`src/include/llc_tag_params.svh`:
```
// size macros for the tag store: way count, set index width, tag width
`ifndef LLC_TAG_PARAMS_SVH
`define LLC_TAG_PARAMS_SVH

// ----------------------------------------
// cache geometry
// ----------------------------------------

// number of ways in one set
`define LLC_WAYS 4

// set index width, 16 sets
`define LLC_INDEX_W 4

// stored tag width
`define LLC_TAG_W 8

`endif

```
`src/llc_tag_pkg.sv`:
```
// tag store types: request mode and decode state enums, entry struct, way vector
`default_nettype none

`include "llc_tag_params.svh"

package llc_tag_pkg;

  // ----------------------------------------
  // field types
  // ----------------------------------------

  // one bit per way, also used as a one-hot way select
  typedef logic [`LLC_WAYS-1:0] way_t;

  // set index, doubles as the array address
  typedef logic [`LLC_INDEX_W-1:0] index_t;

  // tag field of an address
  typedef logic [`LLC_TAG_W-1:0] tag_t;

  // ----------------------------------------
  // enums
  // ----------------------------------------

  // request modes, 2'b11 is not used
  typedef enum logic [1:0] {
    REQ_LOOKUP = 2'd0,
    REQ_STORE  = 2'd1,
    REQ_FLUSH  = 2'd2
  } tag_req_e;

  // decode state, busy while a result is pending
  typedef enum logic {
    ST_IDLE = 1'b0,
    ST_BUSY = 1'b1
  } ctrl_state_e;

  // stored entry, 10 bits
  typedef struct packed {
    logic valid;
    logic dirty;
    tag_t tag;
  } tag_entry_t;

endpackage

`default_nettype wire

```
`src/tag_sram_if.sv`:
```
// interface between decode, tag array and result stage: access side and read side
`default_nettype none

`include "llc_tag_params.svh"

interface tag_sram_if;

  // ----------------------------------------
  // access side, driven by decode
  // ----------------------------------------

  // per-way request and write enable
  llc_tag_pkg::way_t       req_ways;
  llc_tag_pkg::way_t       we_ways;
  // shared address and write data for all ways
  llc_tag_pkg::index_t     index;
  llc_tag_pkg::tag_entry_t wdata;
  // lookup tag and the ways taking part in the compare, both registered
  llc_tag_pkg::tag_t       cmp_tag;
  llc_tag_pkg::way_t       cmp_ways;

  // ----------------------------------------
  // read side, driven by the array
  // ----------------------------------------

  // registered entry of every way
  llc_tag_pkg::tag_entry_t [`LLC_WAYS-1:0] rd_entry;
  // compare result and flag vectors of the read entries
  llc_tag_pkg::way_t       hit_ways;
  llc_tag_pkg::way_t       val_ways;
  llc_tag_pkg::way_t       dit_ways;

  modport decode (
    output req_ways, we_ways, index, wdata, cmp_tag, cmp_ways
  );

  modport array (
    input  req_ways, we_ways, index, wdata, cmp_tag, cmp_ways,
    output rd_entry, hit_ways, val_ways, dit_ways
  );

  modport result (
    input  rd_entry, hit_ways, val_ways, dit_ways
  );

endinterface

`default_nettype wire

```
`src/tag_req_decode.sv`:
```
// request decode: handshake, busy state, operand registers, array access control
`default_nettype none

module tag_req_decode (
  input  logic                  clk_i,
  input  logic                  reset_i,
  input  logic                  valid_i,
  input  llc_tag_pkg::tag_req_e req_mode_i,
  input  llc_tag_pkg::way_t     way_i,
  input  llc_tag_pkg::index_t   index_i,
  input  logic                  dirty_i,
  input  llc_tag_pkg::tag_t     tag_i,
  input  llc_tag_pkg::way_t     spm_lock_i,
  input  logic                  ready_i,
  output logic                  ready_o,
  output logic                  valid_o,
  output logic                  flush_o,
  output logic                  consume_o,
  // registered flush way for the result stage
  output llc_tag_pkg::way_t     way_o,
  tag_sram_if.decode            sram
);

  // control state
  llc_tag_pkg::ctrl_state_e state_q, state_d;
  llc_tag_pkg::tag_req_e    mode_q;
  llc_tag_pkg::way_t        cmp_ways_q;
  // operands of the pending item
  llc_tag_pkg::index_t      index_q;
  llc_tag_pkg::way_t        way_q;
  llc_tag_pkg::tag_t        cmp_tag_q;

  logic transfer;
  logic accept;
  logic load;

  // ----------------------------------------
  // handshake
  // ----------------------------------------

  // result pending exactly while busy
  assign valid_o   = (state_q == llc_tag_pkg::ST_BUSY);
  assign transfer  = valid_o & ready_i;
  assign flush_o   = (mode_q == llc_tag_pkg::REQ_FLUSH);
  assign consume_o = transfer & (mode_q == llc_tag_pkg::REQ_LOOKUP);

  // idle takes anything
  // busy only overlaps a lookup or store with a lookup result leaving,
  // a flush result needs the array for its write-back
  always_comb begin : proc_ready
    if (!valid_o) begin
      ready_o = 1'b1;
    end else begin
      ready_o = consume_o &
                (req_mode_i inside {llc_tag_pkg::REQ_LOOKUP, llc_tag_pkg::REQ_STORE});
    end
  end

  assign accept = valid_i & ready_o;
  // only lookup and flush leave a pending item behind
  assign load   = accept &
                  (req_mode_i inside {llc_tag_pkg::REQ_LOOKUP, llc_tag_pkg::REQ_FLUSH});

  // ----------------------------------------
  // next state and array access
  // ----------------------------------------

  always_comb begin : proc_access
    state_d       = state_q;
    sram.req_ways = '0;
    sram.we_ways  = '0;
    sram.index    = index_i;
    // a stored entry is always valid
    sram.wdata    = '{valid: 1'b1, dirty: dirty_i, tag: tag_i};

    // result leaves, go idle unless a new lookup comes in below
    if (transfer) begin
      state_d = llc_tag_pkg::ST_IDLE;
      // flushed way gets an all-zero entry, i.e. invalid
      if (flush_o) begin
        sram.req_ways = way_q;
        sram.we_ways  = way_q;
        sram.index    = index_q;
        sram.wdata    = '0;
      end
    end

    if (accept) begin
      case (req_mode_i)
        // write in the acceptance cycle, no result
        llc_tag_pkg::REQ_STORE: begin
          sram.req_ways = way_i;
          sram.we_ways  = way_i;
        end
        // read all unlocked ways, compare next cycle
        llc_tag_pkg::REQ_LOOKUP: begin
          sram.req_ways = ~spm_lock_i;
          state_d       = llc_tag_pkg::ST_BUSY;
        end
        // read only the named way
        llc_tag_pkg::REQ_FLUSH: begin
          sram.req_ways = way_i;
          state_d       = llc_tag_pkg::ST_BUSY;
        end
        default: begin
          state_d = state_q;
        end
      endcase
    end
  end

  // ----------------------------------------
  // registers
  // ----------------------------------------

  always_ff @(posedge clk_i) begin : proc_ctrl
    if (reset_i) begin
      state_q    <= llc_tag_pkg::ST_IDLE;
      mode_q     <= llc_tag_pkg::REQ_LOOKUP;
      cmp_ways_q <= '0;
    end else begin
      state_q <= state_d;
      if (load) begin
        mode_q     <= req_mode_i;
        // flush takes no part in the hit compare
        cmp_ways_q <= (req_mode_i == llc_tag_pkg::REQ_LOOKUP) ? ~spm_lock_i : '0;
      end
    end
  end

  // operands, kept until the result transfers
  always_ff @(posedge clk_i) begin : proc_operands
    if (load) begin
      index_q   <= index_i;
      way_q     <= way_i;
      cmp_tag_q <= tag_i;
    end
  end

  assign way_o         = way_q;
  assign sram.cmp_tag  = cmp_tag_q;
  assign sram.cmp_ways = cmp_ways_q;

endmodule

`default_nettype wire

```
`src/tag_way_array.sv`:
```
// tag array: per-way entry storage, registered read data, tag compare
`default_nettype none

`include "llc_tag_params.svh"

module tag_way_array (
  input  logic       clk_i,
  input  logic       reset_i,
  tag_sram_if.array  sram
);

  localparam int unsigned NumSets = 2 ** `LLC_INDEX_W;

  // ----------------------------------------
  // one storage column per way
  // ----------------------------------------

  for (genvar w = 0; w < `LLC_WAYS; w++) begin : g_way
    llc_tag_pkg::tag_entry_t mem [NumSets];
    llc_tag_pkg::tag_entry_t rd_q;
    logic                    wr_en;
    logic                    rd_en;
    logic                    tag_eq;

    assign wr_en = sram.req_ways[w] & sram.we_ways[w];
    assign rd_en = sram.req_ways[w] & ~sram.we_ways[w];

    // reset leaves every entry invalid
    always_ff @(posedge clk_i) begin : proc_store
      if (reset_i) begin
        for (int unsigned i = 0; i < NumSets; i++) begin
          mem[i] <= '0;
        end
      end else if (wr_en) begin
        mem[sram.index] <= sram.wdata;
      end
    end

    // read register holds when the way is not read,
    // keeps a stalled result stable
    always_ff @(posedge clk_i) begin : proc_read
      if (rd_en) begin
        rd_q <= mem[sram.index];
      end
    end

    // compare against the registered lookup tag
    assign tag_eq = (rd_q.tag == sram.cmp_tag);

    // hit only in valid ways that take part in the lookup
    assign sram.hit_ways[w] = sram.cmp_ways[w] & rd_q.valid & tag_eq;
    assign sram.val_ways[w] = rd_q.valid;
    assign sram.dit_ways[w] = rd_q.dirty;
    assign sram.rd_entry[w] = rd_q;
  end

endmodule

`default_nettype wire

```
`src/tag_victim_select.sv`:
```
// result stage: hit or victim way, eviction flag, round-robin pointer, tag mux
`default_nettype none

`include "llc_tag_params.svh"

module tag_victim_select (
  input  logic               clk_i,
  input  logic               reset_i,
  input  logic               flush_i,
  input  logic               consume_i,
  input  llc_tag_pkg::way_t  way_i,
  input  llc_tag_pkg::way_t  spm_lock_i,
  tag_sram_if.result         sram,
  output llc_tag_pkg::way_t  way_o,
  output logic               hit_o,
  output logic               evict_o,
  output llc_tag_pkg::tag_t  tag_o,
  output logic               dirty_o
);

  // one-hot round-robin pointer
  llc_tag_pkg::way_t rr_q, rr_d;

  logic              any_hit;
  llc_tag_pkg::way_t free_ways;
  llc_tag_pkg::way_t first_free;
  llc_tag_pkg::way_t victim;
  logic              rr_step;

  assign any_hit   = |sram.hit_ways;
  // unlocked and invalid, usable without eviction
  assign free_ways = ~spm_lock_i & ~sram.val_ways;

  // ----------------------------------------
  // victim choice
  // ----------------------------------------

  // lowest index wins, scan downwards so it is written last
  always_comb begin : proc_first_free
    first_free = '0;
    for (int w = `LLC_WAYS - 1; w >= 0; w--) begin
      if (free_ways[w]) begin
        first_free    = '0;
        first_free[w] = 1'b1;
      end
    end
  end

  // pointer only when no unlocked way is free
  assign victim = (|free_ways) ? first_free : rr_q;

  // output select
  always_comb begin : proc_result
    if (flush_i) begin
      way_o   = way_i;
      hit_o   = 1'b0;
      evict_o = |(way_i & sram.val_ways & sram.dit_ways);
    end else if (any_hit) begin
      way_o   = sram.hit_ways;
      hit_o   = 1'b1;
      evict_o = 1'b0;
    end else begin
      way_o   = victim;
      hit_o   = 1'b0;
      evict_o = |(victim & sram.val_ways & sram.dit_ways);
    end
  end

  // tag mux on the selected way
  always_comb begin : proc_tag_mux
    tag_o   = '0;
    dirty_o = 1'b0;
    for (int unsigned w = 0; w < `LLC_WAYS; w++) begin
      if (way_o[w]) begin
        tag_o   = sram.rd_entry[w].tag;
        dirty_o = sram.rd_entry[w].dirty;
      end
    end
  end

  // ----------------------------------------
  // round-robin pointer
  // ----------------------------------------

  // next unlocked way after the current one, wrapping around
  always_comb begin : proc_rr_next
    llc_tag_pkg::way_t cand;
    logic              found;
    rr_d  = rr_q;
    found = 1'b0;
    for (int k = 1; k <= `LLC_WAYS; k++) begin
      cand = (rr_q << k) | (rr_q >> (`LLC_WAYS - k));
      if (!found && (|(cand & ~spm_lock_i))) begin
        rr_d  = cand;
        found = 1'b1;
      end
    end
  end

  // advance only on a taken miss that had to evict
  assign rr_step = consume_i & ~any_hit & ~(|free_ways);

  always_ff @(posedge clk_i) begin : proc_rr
    if (reset_i) begin
      rr_q <= llc_tag_pkg::way_t'(1);
    end else if (rr_step) begin
      rr_q <= rr_d;
    end
  end

endmodule

`default_nettype wire

```
`src/llc_tag_store.sv`:
```
// tag store top: decode, tag array and result stage behind plain ports
`default_nettype none

module llc_tag_store (
  input  logic                  clk_i,
  input  logic                  reset_i,
  // scratchpad ways, kept out of lookup and victim choice
  input  llc_tag_pkg::way_t     spm_lock_i,
  // ----------------------------------------
  // request side
  // ----------------------------------------
  input  logic                  valid_i,
  output logic                  ready_o,
  input  llc_tag_pkg::tag_req_e req_mode_i,
  input  llc_tag_pkg::way_t     way_i,
  input  llc_tag_pkg::index_t   index_i,
  input  logic                  dirty_i,
  input  llc_tag_pkg::tag_t     tag_i,
  // ----------------------------------------
  // result side
  // ----------------------------------------
  output llc_tag_pkg::way_t     way_o,
  output logic                  hit_o,
  output logic                  evict_o,
  output llc_tag_pkg::tag_t     tag_o,
  output logic                  dirty_o,
  output logic                  valid_o,
  input  logic                  ready_i
);

  // decode to result stage
  logic              flush;
  logic              consume;
  llc_tag_pkg::way_t flush_way;

  tag_sram_if u_sram_if ();

  // accepts requests, drives the array accesses
  tag_req_decode u_req_decode (
    .clk_i      (clk_i),
    .reset_i    (reset_i),
    .valid_i    (valid_i),
    .req_mode_i (req_mode_i),
    .way_i      (way_i),
    .index_i    (index_i),
    .dirty_i    (dirty_i),
    .tag_i      (tag_i),
    .spm_lock_i (spm_lock_i),
    .ready_i    (ready_i),
    .ready_o    (ready_o),
    .valid_o    (valid_o),
    .flush_o    (flush),
    .consume_o  (consume),
    .way_o      (flush_way),
    .sram       (u_sram_if.decode)
  );

  // storage and compare, read data one cycle later
  tag_way_array u_way_array (
    .clk_i   (clk_i),
    .reset_i (reset_i),
    .sram    (u_sram_if.array)
  );

  // combinational result from the array read side
  tag_victim_select u_victim_select (
    .clk_i      (clk_i),
    .reset_i    (reset_i),
    .flush_i    (flush),
    .consume_i  (consume),
    .way_i      (flush_way),
    .spm_lock_i (spm_lock_i),
    .sram       (u_sram_if.result),
    .way_o      (way_o),
    .hit_o      (hit_o),
    .evict_o    (evict_o),
    .tag_o      (tag_o),
    .dirty_o    (dirty_o)
  );

endmodule

`default_nettype wire

```
`config.mk`:
```
export PLATFORM = sky130hd
export DESIGN_NAME = llc_tag_store
export DESIGN_NICKNAME = d
export VERILOG_FILES = /design/src/llc_tag_pkg.sv /design/src/tag_sram_if.sv /design/src/tag_req_decode.sv /design/src/tag_way_array.sv /design/src/tag_victim_select.sv /design/src/llc_tag_store.sv
export VERILOG_INCLUDE_DIRS = /design/src /design/src/include
export SDC_FILE = /design/constraint.sdc
export NUM_CORES = 1
export LEC_CHECK = 0
export BUFFER_PORTS_ARGS = -buffer_cell sky130_fd_sc_hd__buf_2
export CORE_MARGIN = 1
export CORE_UTILIZATION = 40
export CTS_CLUSTER_DIAMETER = 150
export DETAILED_ROUTE_END_ITERATION = 6
export SYNTH_ARGS = -nofsm -noshare
export SYNTH_HDL_FRONTEND = slang
export SYNTH_HIERARCHICAL = 1
export SYNTH_SLANG_ARGS = --single-unit
```
`constraint.sdc`:
```
create_clock -name clk_i -period 4.1 [get_ports clk_i]
set_input_delay 0.205 -clock clk_i [delete_from_list [all_inputs] [get_ports clk_i]]
set_output_delay 0.205 -clock clk_i [all_outputs]
set_load 0.005 [all_outputs]
```
After elaboration in Yosys (flattened, before gate mapping)
Memories as Yosys holds them, arrays and structs flattened. A register that Yosys moved wholly into a read port is not among the register bits.
Cells that the tools add are included.
{"block": "classes", "eq_ne": 8, "mux": 66, "bitwise_logic": 44, "n_reduce_logical": 26}
{"op": "4-bit 2-to-1 mux", "count": 22}
{"op": "10-bit 2-to-1 mux", "count": 6}
{"op": "10-bit OR reduction", "count": 4}
{"op": "4-bit AND", "count": 9}
{"op": "8-bit equality test", "count": 4}
{"op": "1-bit 2-to-1 mux", "count": 32}
{"op": "8-bit 2-to-1 mux", "count": 4}
{"op": "4-bit OR reduction", "count": 8}
{"op": "1-bit AND", "count": 23}
{"op": "4-bit NOT", "count": 2}
{"op": "4-bit one-hot mux with 2 select lines", "count": 1}
{"op": "1-bit NOT", "count": 7}
{"op": "2-bit equality test, second input constant", "count": 2}
{"op": "2-bit zero test", "count": 2}
{"op": "4-bit by 1-bit bitwise OR with 4-bit output", "count": 1}
{"op": "4-bit by 2-bit bitwise OR with 4-bit output", "count": 1}
{"op": "4-bit by 3-bit bitwise OR with 4-bit output", "count": 1}
{"op": "2-bit nonzero test", "count": 2}
{"op": "2-bit OR reduction", "count": 2}
{"op": "1-bit logical AND", "count": 3}
{"op": "1-bit zero test", "count": 3}
{"op": "3-bit != test, second input constant", "count": 1}
{"op": "3-bit AND reduction", "count": 1}
{"op": "3-bit nonzero test", "count": 1}
{"op": "2 further kinds", "count": 2}
{"block": "totals", "ff_bits": 27, "ramBits": 640, "output_inout_bits": 17, "elab_cells": 155, "n_memories": 4}
{"memory": "u_way_array.g_way[0].mem", "depth": 16, "width": 10, "rd": 1, "rd_ports_with_merged_regs": 1, "write_ports": 16, "line_no": "tag_way_array.sv:19", "rtl": "llc_tag_pkg::tag_entry_t mem [NumSets];"}
{"memory": "u_way_array.g_way[1].mem", "depth": 16, "width": 10, "rd": 1, "rd_ports_with_merged_regs": 1, "write_ports": 16, "line_no": "tag_way_array.sv:19"}
{"memory": "u_way_array.g_way[2].mem", "depth": 16, "width": 10, "rd": 1, "rd_ports_with_merged_regs": 1, "write_ports": 16, "line_no": "tag_way_array.sv:19"}
{"memory": "u_way_array.g_way[3].mem", "depth": 16, "width": 10, "rd": 1, "rd_ports_with_merged_regs": 1, "write_ports": 16, "line_no": "tag_way_array.sv:19"}

Depth between registers and ports, before layout
Gate-level depths: netlist (run 1).
{"block": "depth", "depth_word": 14, "ltp_mapped": 14, "depth_no_buf": 9}

Modules after synthesis
The synthesis (run 1) kept the hierarchy.
{"module": "tag_way_array", "instances": 1, "cells_each": 2035, "area_per_inst_um2": 29923.7, "seq_area_each_um2": 20419.6}
{"module": "tag_req_decode", "instances": 1, "cells_each": 104, "area_per_inst_um2": 1092.3, "seq_area_each_um2": 620.6}
{"module": "tag_victim_select", "instances": 1, "cells_each": 137, "area_per_inst_um2": 1011.0, "seq_area_each_um2": 80.1}

Least setup slack after synthesis (run 1)
OpenSTA, ideal clock, no wires.
{"block": "synth_path", "kind": "register to register", "startpoint": "register u_req_decode.mode_q[1]", "endpoint": "memory u_way_array/g_way[0].mem[5][0] in the netlist's numbering (enable)", "setup_time_ns": 0.379, "arrival_time_ns": 2.577, "required_ns": 3.721, "setup_slack_ns": 1.144, "stages_incl_launch_ff": 14, "path_cell_list": "dfxtp_1 nor2b_1 and3_1 buf_2 inv_2 clkbuf_1 nand2_1 nand2_1 buf_2 buf_6 buf_6 and2b_1 nand2_1 o21bai_1"}
{"item": "start, declared", "line_no": "tag_req_decode.sv:26", "rtl": "llc_tag_pkg::tag_req_e mode_q;"}
{"item": "start signal, assigned", "line_no": "tag_req_decode.sv:119", "rtl": "mode_q <= llc_tag_pkg::REQ_LOOKUP;"}
{"item": "start signal, assigned", "line_no": "tag_req_decode.sv:124", "rtl": "mode_q <= req_mode_i;"}
{"item": "end, declared", "line_no": "tag_way_array.sv:19"}

Final worst setup path (run 1)
{"block": "layout_path", "startpoint": "register, netlist name u_way_array/sram.rd_entry[11]", "endpoint": "output port tag_o[7]"}
{"block": "layout_via", "elab_chain_cells": 9}
{"item": "8-bit equality test (*)", "line_no": "tag_way_array.sv:48", "rtl": "assign tag_eq = (rd_q.tag == sram.cmp_tag);"}
{"item": "1-bit AND (*)", "line_no": "tag_way_array.sv:51", "rtl": "assign sram.hit_ways[w] = sram.cmp_ways[w] & rd_q.valid & tag_eq;"}
{"item": "named net u_sram_if.hit_ways[1]", "line_no": "tag_sram_if.sv:29", "rtl": "llc_tag_pkg::way_t hit_ways;"}
{"item": "4-bit OR reduction", "line_no": "tag_victim_select.sv:30", "rtl": "assign any_hit = |sram.hit_ways;"}
{"item": "4-bit 2-to-1 mux (*)", "line_no": "tag_victim_select.sv:58", "rtl": "end else if (any_hit) begin"}
{"item": "4-bit 2-to-1 mux (*)", "line_no": "tag_victim_select.sv:54", "rtl": "if (flush_i) begin"}
{"item": "8-bit 2-to-1 mux (3 in series)", "line_no": "tag_victim_select.sv:74", "rtl": "if (way_o[w]) begin"}
{"item": "8-bit 2-to-1 mux (*)", "line_no": "tag_victim_select.sv:74"}
{"item": "end, declared", "line_no": "llc_tag_store.sv:25", "rtl": "output llc_tag_pkg::tag_t tag_o,"}
The timed path passes the listed nets; every way through them passes the cells marked *.

==> results of run 1 <==
==> worst min path at each step <==
stage	from	end	slack (ps)
after floorplan	reset_i	u_req_decode/mode_q[0]	280
after global placement	way_i[2]	u_req_decode/way_o[2]	430
final	reset_i	u_req_decode/valid_o	60
after global routing	spm_lock_i[1]	u_req_decode/sram.cmp_ways[1]	80
after detailed placement	way_i[3]	u_req_decode/way_o[3]	430
after CTS	reset_i	u_req_decode/valid_o	30
==> power groups by stage <==
stage	combinational, W	clock (W)	sequential [W]
finish	0.00119	0.00661	0.00833
global route	0.00125	0.00697	0.00834
CTS	0.00118	0.00671	0.00833
detailed placement	0.00117	0	0.00848
global placement	0.00115	0	0.00846
floorplan	0.000763	0	0.00840
==> cells in the final DEF (no fill, tap or decap), types with 5 or more instances in the layout <==
master / synthesis / routed
sky130_fd_sc_hd__and2_1: 130 / 130
sky130_fd_sc_hd__a21oi_1: 7 / 7
sky130_fd_sc_hd__edfxtp_1: 696 / 696
sky130_fd_sc_hd__or2_2: 14 / 14
sky130_fd_sc_hd__nor2_1: 538 / 537
sky130_fd_sc_hd__inv_1: 15 / 15
sky130_fd_sc_hd__inv_6: 0 / 6
sky130_fd_sc_hd__nand2_1: 141 / 137
sky130_fd_sc_hd__o21bai_1: 36 / 36
sky130_fd_sc_hd__o21ai_0: 17 / 17
sky130_fd_sc_hd__o311ai_1: 9 / 9
sky130_fd_sc_hd__bufinv_16: 0 / 7
sky130_fd_sc_hd__nand3_1: 16 / 15
sky130_fd_sc_hd__a22o_1: 13 / 13
sky130_fd_sc_hd__and3_1: 11 / 11
sky130_fd_sc_hd__mux4_2: 160 / 160
sky130_fd_sc_hd__nor2b_1: 13 / 11
sky130_fd_sc_hd__a22oi_1: 80 / 80
sky130_fd_sc_hd__clkbuf_16: 0 / 74
sky130_fd_sc_hd__nand3b_1: 8 / 8
sky130_fd_sc_hd__o21a_1: 11 / 11
sky130_fd_sc_hd__buf_12: 0 / 6
sky130_fd_sc_hd__dfxtp_1: 11 / 11
sky130_fd_sc_hd__clkinv_2: 1 / 18
sky130_fd_sc_hd__buf_4: 12 / 120
sky130_fd_sc_hd__dlygate4sd3_1: 0 / 19
sky130_fd_sc_hd__a21o_1: 16 / 16
sky130_fd_sc_hd__clkbuf_1: 120 / 16
sky130_fd_sc_hd__nand2b_1: 9 / 9
sky130_fd_sc_hd__buf_2: 63 / 43
sky130_fd_sc_hd__nand4_1: 5 / 5
sky130_fd_sc_hd__and3b_1: 5 / 5
sky130_fd_sc_hd__clkinv_1: 0 / 10
sky130_fd_sc_hd__nor3_1: 6 / 6
sky130_fd_sc_hd__xnor2_1: 32 / 32
==> per-stage QoR <==
stage | area [µm²] | setup slack [ps] | utilization
after floorplan | 32000 | 1140 | -
after detailed placement | 33600 | 421 | 0.425
after CTS | 36100 | 277 | 0.457
after global placement | 33600 | 442 | 0.425
final | 36100 | 248 | 0.457
after global routing | 36100 | 173 | 0.457
==> metal layers <==
layer / wire length (µm) / vias to the layer above
met1: 35700 / 10166
met5: 0 / -
met3: 7700 / 159
met2: 44400 / 1030
li1: - / 8454
met4: 2920 / 0
==> registers in the layout (all words and copies together) (netlist names) <==
name	count
u_req_decode/way_o	4
u_way_array/sram.rd_entry	36
u_req_decode/index_q	4
u_req_decode/valid_o	1
u_way_array/g_way.mem	640
u_req_decode/sram.cmp_ways	4
u_victim_select/proc_rr_next.cand	4
u_req_decode/sram.cmp_tag	8
u_req_decode/mode_q	2
u_way_array/sram.dit_ways	4
==> worst max-delay path, stage by stage (launching register included) <==
cell and delay [ps]:
sky130_fd_sc_hd__edfxtp_1 550, sky130_fd_sc_hd__xnor2_1 190, sky130_fd_sc_hd__nand4_1 90, sky130_fd_sc_hd__nor3_1 90, sky130_fd_sc_hd__or3_4 410, sky130_fd_sc_hd__or3_4 400
sky130_fd_sc_hd__a221o_1 600, sky130_fd_sc_hd__o21a_1 310, sky130_fd_sc_hd__a22o_1 230, sky130_fd_sc_hd__buf_2 140
==> cells by family after synthesis <==
| logic type | synth area share |
|---|---|
| and+or+nand+nor | 0.131 |
| DFF | 0.659 |
| buffers and inverters | 0.0339 |
| AOI/OAI and AO/OA | 0.0506 |
| muxes | 0.115 |
| xor gates and xnor gates | 0.00875 |
| adders and majority gates | 0.00156 |
==> final cells by class <==
cell class | count | area, µm²
Sequential cell | 707 | 21100
Timing Repair Buffer | 189 | 1440
Fill cell | 6953 | 43000
Clock buffer | 90 | 1910
Tap cell | 1050 | 1310
Clock inverter | 44 | 425
Multi-Input combinational cell | 1337 | 9870
Inverter | 19 | 72.6
==> results.rst, run 1 <==
.. list-table::
   :header-rows: 1

   * - Metric
     - Value
   * - Result of the run
     - complete, no violations
   * - Detail-routed via count per cell
     - 5.77
   * - Clock tree from TritonCTS
     - yes
   * - Number of global-route vias before repair
     - 19897
   * - Standby leakage power
     - 12.2 nW
   * - Internal Dissipation
     - 0.0125 W
   * - Hold-fix buffers at CTS
     - 19
   * - Mapped cell area
     - 32000 µm²
   * - Crit end category
     - output port
   * - Destination of the worst register-to-register timing path
     - u_way_array/g_way[2].mem[2][9]
   * - Launching instance or port of the critical path
     - u_way_array/sram.rd_entry[11]
   * - Async SR Flop Fraction
     - 0
   * - Wire length of the first global-routing pass
     - 133000 µm
   * - Number of sinks driven by the clock tree
     - 707
   * - Least-Margin Pin Slew
     - 1160 ps
   * - Most frequent cells after synthesis
     - sky130_fd_sc_hd__edfxtp_1 (696), sky130_fd_sc_hd__nor2_1 (538), sky130_fd_sc_hd__mux4_2 (160)
   * - Clock skew after layout
     - 18.5 ps
   * - Placed Cells incl. Taps
     - 3283
   * - Capturing instance or port of the critical path
     - tag_o[7]
   * - Post-layout nets
     - 2359
   * - Hold WS
     - 62.9 ps
   * - Cells after Synth
     - 2276
   * - Reg-to-reg startpoint
     - u_req_decode/mode_q[1]
   * - Number of nets in the synthesized netlist
     - 2307
   * - Met1 global-route usage
     - 0.299
   * - Die width
     - 285 µm
   * - Final Hold Fails
     - 0
   * - Cell Rows
     - 103
   * - Post-CTS Setup Repair Bufs
     - 0
   * - Number of top-level pins
     - 44
   * - Max clock buf depth
     - 3
   * - Most used flip-flop cell after synthesis
     - sky130_fd_sc_hd__edfxtp_1
   * - Most frequent cell after synthesis
     - sky130_fd_sc_hd__edfxtp_1
   * - Violation count after the first detailed-routing iteration
     - 2282
   * - DP HPWL
     - 60300 µm
   * - Num CTS Buffers
     - 74
   * - Number of remaining DRC errors
     - 0
   * - Largest cells by area after synthesis
     - sky130_fd_sc_hd__edfxtp_1 (65%), sky130_fd_sc_hd__mux4_2 (11%), sky130_fd_sc_hd__nor2_1 (6.3%), sky130_fd_sc_hd__and2_1 (2.5%), sky130_fd_sc_hd__a22oi_1 (1.9%)
   * - Post-synthesis to final-layout area growth
     - 12.9%
   * - Clock-pin slew reported for the worst setup and hold paths after clock tree synthesis
     - 60 ps
   * - Post-synthesis area per instance
     - 14.1 µm²
   * - Starting Density
     - 0.405
   * - Count of placed standard cells in the final layout, fillers left out
     - 3436
   * - Share of the yosys chip area belonging to registers
     - 0.659
   * - Count of unique library cells instantiated by Yosys
     - 69
   * - CP Data Arrival Time
     - 3650 ps
   * - Post-synth top area share
     - 0.653
   * - Routing layer with the top usage in global route
     - met2
   * - GPL Wtd Cong
     - 0.916
   * - Global-route met2 utilization
     - 0.369
   * - Register-to-Register Path Depth
     - 11
   * - Detailed Routing Iterations Pass 1
     - 6
   * - Cell type with the largest total area after synthesis
     - sky130_fd_sc_hd__edfxtp_1
   * - Slew Viols, Final
     - 0
   * - Maximum fanout along the worst path
     - 19
   * - FMAX
     - 260 MHz
   * - Count of buffers inserted at the top-level ports
     - 43
   * - Switch share
     - 0.228
   * - Global routing usage summed across all routing layers
     - 0.223
   * - Global routing usage on met3
     - 0.0350
   * - Number of enable-type register cells in the synthesized netlist
     - 696
   * - Comb power frac
     - 0.074
   * - H-tree Lvls
     - 3
   * - Fraction of final layout cells with drive strength greater than 1
     - 0.201
   * - DR WL/cell
     - 26.4 µm
   * - Switching power of the nets
     - 0.00367 W
   * - PnR Total Power
     - 0.0161 W
   * - Final-report setup violation count
     - 0
   * - Pin count of the biggest net entering global routing
     - 91
   * - Ratio of total power to cell area
     - 446 nW/µm²
   * - Start-to-end type of the worst setup path
     - reg2out
   * - Max-slew headroom
     - 0.227
   * - Max Cap Violations
     - 0
   * - Sequential group share of total power
     - 0.516
   * - GRT overflow
     - 0
   * - Summed negative setup slack over all endpoints
     - 0 ps
   * - Final period util
     - 0.940
   * - Floorplan Core Area
     - 79100 µm²
   * - Final antenna-violating net count
     - 0
   * - Number of storage elements in the synthesis netlist
     - 707
   * - Die Outline Area
     - 81200 µm²
   * - Sum of routed wire length over all layers
     - 90800 µm
   * - CTS root buf
     - sky130_fd_sc_hd__clkbuf_16
   * - Relative contribution of the clock network to total power
     - 0.410
   * - Clk Latency, worst-skew pair
     - 620 ps
   * - WP data required
     - 3890 ps
   * - Register-to-Register Setup Slack
     - 370 ps
   * - Routed via count
     - 19809
   * - Count of synthesis-stage warnings from yosys
     - 6
   * - Hold Path Depth
     - 2
   * - Unrepaired setup endpoints after global routing
     - false
   * - Class of the most critical hold timing path
     - in2reg
   * - Diode insertion count for antenna repair
     - 0
   * - Antenna violations before repair
     - 0
   * - PostCTS Resize Cnt
     - 0
   * - Final critical delay including setup and external delays
     - 3850 ps
   * - IR drop worst, VDD
     - 330 µV
   * - DIE HEIGHT
     - 285 µm
   * - Sort of element at the start of the critical path
     - flip-flop
(Power assumes the default switching activity.)
==> run 2, diff against run 1 <==
CELL_PAD_IN_SITES_DETAIL_PLACEMENT = 1   (was not set)
CELL_PAD_IN_SITES_GLOBAL_PLACEMENT = 1   (was not set)
PLACE_DENSITY_LB_ADDON = 0.1   (was not set)
SKIP_CTS_REPAIR_TIMING = 1   (was not set)
SYNTH_HIERARCHICAL = not set   (was 1)
==> run 2 against run 1 <==
  * Non-clock buffer count decreased by 23
  * Clock power up 3%
  * Critical path depth unchanged
  * Sequential share of layout area shrank 3.7 points
  * Global-route usage grew 0.54 points
  * Utilization grew 0.20 points
  * Wire length increased by 8.1%
  * Synthesized cell count is 7.9% higher
  * Clock-buffer cell count rose by 19
  * Final cell count increased by 8.7%
  * Total power increased by 1.1%
  * Critical endpoint is now tag_o[4]
  * Largest cell class unchanged
  * Largest power group unchanged
  * Highest routed layer unchanged
==> results.rst, run 2 <==
.. list-table::
   :header-rows: 1

   * - Metric
     - Value
   * - Worst Hold Launch
     - spm_lock_i[2]
   * - Number of global-route vias before repair
     - 21080
   * - Reg-to-reg startpoint
     - u_req_decode.mode_q[1]
   * - Most used flip-flop cell after synthesis
     - sky130_fd_sc_hd__edfxtp_1
   * - Post-synthesis mux area share
     - 0.184
   * - Count of unique library cells instantiated by Yosys
     - 54
   * - Most frequent standard cell in the layout excluding fill and tap cells
     - sky130_fd_sc_hd__edfxtp_1
   * - Max clock buf depth
     - 3
   * - Starting Density
     - 0.406
   * - Ratio of total power to cell area
     - 423 nW/µm²
   * - Clock skew after layout
     - 25.5 ps
   * - Switching power of the nets
     - 0.00377 W
   * - Final period util
     - 0.937
   * - Number of remaining DRC errors
     - 0
   * - Most frequent cells after synthesis
     - sky130_fd_sc_hd__edfxtp_1 (696), sky130_fd_sc_hd__mux2i_1 (622), sky130_fd_sc_hd__and2_1 (580)
   * - Post-synthesis area per instance
     - 13.9 µm²
   * - Final-report setup violation count
     - 0
   * - Final antenna-violating net count
     - 0
   * - Count of placed standard cells in the final layout, fillers left out
     - 3734
   * - Antenna violations before repair
     - 2
   * - FMAX
     - 260 MHz
   * - Cells after Synth
     - 2456
   * - Share of the yosys chip area belonging to registers
     - 0.619
   * - CP cell instances
     - xnor2_1 -> nand4_1 -> nor4_2 -> nor2_1 -> a21oi_1 -> buf_4 -> nor2b_1 -> a221oi_1 -> buf_2
   * - Post-synthesis to final-layout area growth
     - 13.1%
   * - Switch share
     - 0.231
   * - Post-synthesis xor/xnor area fraction
     - 0.00822
   * - Mapped cell area
     - 34100 µm²
   * - Fraction of final layout cells with drive strength greater than 1
     - 0.122
   * - Post-synthesis share of cell area spent on full adders, half adders and majority gates
     - 0.00183
   * - Most frequent cell after synthesis
     - sky130_fd_sc_hd__edfxtp_1
   * - Standby leakage power
     - 15.5 nW
   * - Cell type with the largest total area after synthesis
     - sky130_fd_sc_hd__edfxtp_1
   * - Sequential group share of total power
     - 0.504
   * - Number of storage elements in the synthesis netlist
     - 707
   * - Maximum fanout along the worst path
     - 12
   * - Comb power frac
     - 0.079
   * - PnR Total Power
     - 0.0163 W
   * - WP data required
     - 3890 ps
   * - Post-layout nets
     - 2571
   * - Internal Dissipation
     - 0.0125 W
   * - Routed via count
     - 19938
   * - Sum of routed wire length over all layers
     - 98100 µm
   * - H-tree Lvls
     - 3
   * - DIE HEIGHT
     - 294 µm
   * - Result of the run
     - complete, no violations
   * - Async SR Flop Fraction
     - 0
   * - GRT overflow
     - 0
   * - CTS root buf
     - sky130_fd_sc_hd__clkbuf_16
   * - Summed negative setup slack over all endpoints
     - 0 ps
   * - Final critical delay including setup and external delays
     - 3840 ps
   * - Detailed Routing Iterations Pass 1
     - 7
   * - Cell Rows
     - 106
   * - Number of nets in the synthesized netlist
     - 2488
   * - Die width
     - 294 µm
   * - Die Outline Area
     - 86500 µm²
   * - Compound-cell area share of the yosys netlist
     - 0.0282
   * - Number of top-level pins
     - 44
   * - Least-Margin Pin Slew
     - 1210 ps
   * - Num CTS Buffers
     - 79
   * - DP HPWL
     - 63000 µm
   * - Final Hold Fails
     - 0
   * - Filler cell count in the final layout
     - 8482
   * - CP Data Arrival Time
     - 3640 ps
   * - Main combinational cell family by area after synthesis
     - multiplexers
   * - Class of the most critical hold timing path
     - in2reg
   * - Crit end category
     - output port
   * - Sort of element at the start of the critical path
     - flip-flop
   * - Buffer and inverter count on the worst path
     - 2
   * - Floorplan Core Area
     - 84100 µm²
   * - GPL Wtd Cong
     - 0.852
   * - Violation count after the first detailed-routing iteration
     - 1382
   * - Number of flip-flops in the largest register
     - 640
   * - Max-slew headroom
     - 0.195
   * - Simple-gate portion of the synthesized area
     - 0.135
   * - DR WL/cell
     - 26.3 µm
   * - Detail-routed via count per cell
     - 5.34
   * - Post-synth top area share
     - 0.613
   * - IR drop worst, VDD
     - 275 µV
   * - Number of enable-type register cells in the synthesized netlist
     - 696
   * - Largest cells by area after synthesis
     - sky130_fd_sc_hd__edfxtp_1 (61%), sky130_fd_sc_hd__mux2i_1 (18%), sky130_fd_sc_hd__and2_1 (11%), sky130_fd_sc_hd__o21bai_1 (1.4%), sky130_fd_sc_hd__buf_2 (0.94%)
   * - Count of buffers inserted at the top-level ports
     - 43
   * - Pin count of the biggest net entering global routing
     - 66
   * - Global routing usage summed across all routing layers
     - 0.228
   * - Clock tree from TritonCTS
     - yes
   * - Wire length of the first global-routing pass
     - 143000 µm
   * - Top Family by Delay on Critical Path
     - simple AND/OR/NAND/NOR gates
   * - Cell type of the slowest stage on the worst timing path
     - sky130_fd_sc_hd__nor4_2
   * - Count of synthesis-stage warnings from yosys
     - 0
   * - Commonest non-fill, non-tap cells in the layout
     - sky130_fd_sc_hd__edfxtp_1 (696), sky130_fd_sc_hd__mux2i_1 (621), sky130_fd_sc_hd__and2_1 (580)
   * - Register with the most flip-flops
     - u_way_array.g_way.mem
   * - Start-to-end type of the worst setup path
     - reg2out
   * - Launching instance or port of the critical path
     - u_req_decode.sram.cmp_tag[4]
   * - Number of sinks driven by the clock tree
     - 707
   * - Max Cap Violations
     - 0
   * - Placed Cells incl. Taps
     - 3582
   * - Clock-pin slew reported for the worst setup and hold paths after clock tree synthesis
     - 60 ps
   * - Relative contribution of the clock network to total power
     - 0.418
   * - Unrepaired setup endpoints after global routing
     - false
   * - Slew Viols, Final
     - 0
   * - Max incr delay on CP
     - 590 ps
   * - Clk Latency, worst-skew pair
     - 630 ps
[run 2: changes by cell type after synthesis, sizes merged, moves of 16 or more]
| cell | before | now |
|---|---|---|
| and2 | 130 | 580 |
| nor2 | 539 | 94 |
| o21bai | 36 | 64 |
| clkbuf | 120 | 84 |
| mux4 | 160 | 0 |
| nand2 | 141 | 29 |
| mux2i | 3 | 624 |
| a21o | 16 | 0 |
| a22oi | 80 | 0 |
[run 2: worst min-delay path, stage by stage]
cell	delay [ps]
sky130_fd_sc_hd__buf_2	160
sky130_fd_sc_hd__a2bb2oi_1	160
sky130_fd_sc_hd__nor2_1	70
[run 2: metrics by stage]
step | hold slack (ps) | instance area (µm²) | setup WS [ps] | utilization
6_report | 24.9 | 38600 | 257 | 0.459
3_5_place_dp | 448 | 36000 | 330 | 0.429
2_1_floorplan | 304 | 34100 | 1410 | -
3_3_place_gp | 439 | 36000 | 538 | 0.429
4_1_cts | -201 | 38500 | 44.0 | 0.457
5_1_grt | 25.8 | 38600 | 86.1 | 0.459
[run 2: worst paths after layout]
path                                                   endpoint  slack, ps  depth (start not counted)
worst min register to register    u_req_decode.sram.cmp_ways[2]        500                          2
worst max register to register  u_way_array.g_way[2].mem[10][2]        370                         10
worst max-delay path                                   tag_o[4]        260                          9
worst min-delay path              u_req_decode.sram.cmp_ways[2]         20                          3
[run 2: layout make-up]
type                    instances  area, µm²  area share
flip-flops and latches        707      21100       0.547
repair buffers                166       1260      0.0328
clock inverters                31        278     0.00720
multi-input cells            1561      12300       0.318
clock buffers                 109       2150      0.0558
inverters                      24       90.1     0.00233
diodes                          2       5.00    0.000130
well taps                    1134       1420      0.0368
[run 2: power groups by stage]
| stage | combinational [W] | sequential, W | clock (W) |
|---|---|---|---|
| after detailed placement | 0.00129 | 0.00837 | 0 |
| after global routing | 0.00136 | 0.00823 | 0.00723 |
| after CTS | 0.00129 | 0.00822 | 0.00698 |
| final | 0.00128 | 0.00822 | 0.00681 |
| after global placement | 0.00126 | 0.00836 | 0 |
| after floorplan | 0.000779 | 0.00832 | 0 |
[run 2: per-layer routing]
metal | global-route usage | wire (µm) | vias to the layer above
li1 | - | - | 9065
met1 | 0.319 | 45400 | 10357
met2 | 0.374 | 46700 | 386
met3 | 0.0270 | 3760 | 130
met4 | 0.0655 | 2280 | 0
met5 | 0 | 0 | -
[run 2: logic make-up (layout without fill, tap and decap cells)]
logic type                 after synthesis  count (layout)
and+or+nand+nor                        764             764
xor gates and xnor gates                32              32
AOI/OAI and AO/OA                      135             135
adders and majority gates                5               5
DFF                                    707             707
other                                    0               2
muxes                                  625             625
buffers and inverters                  188             330
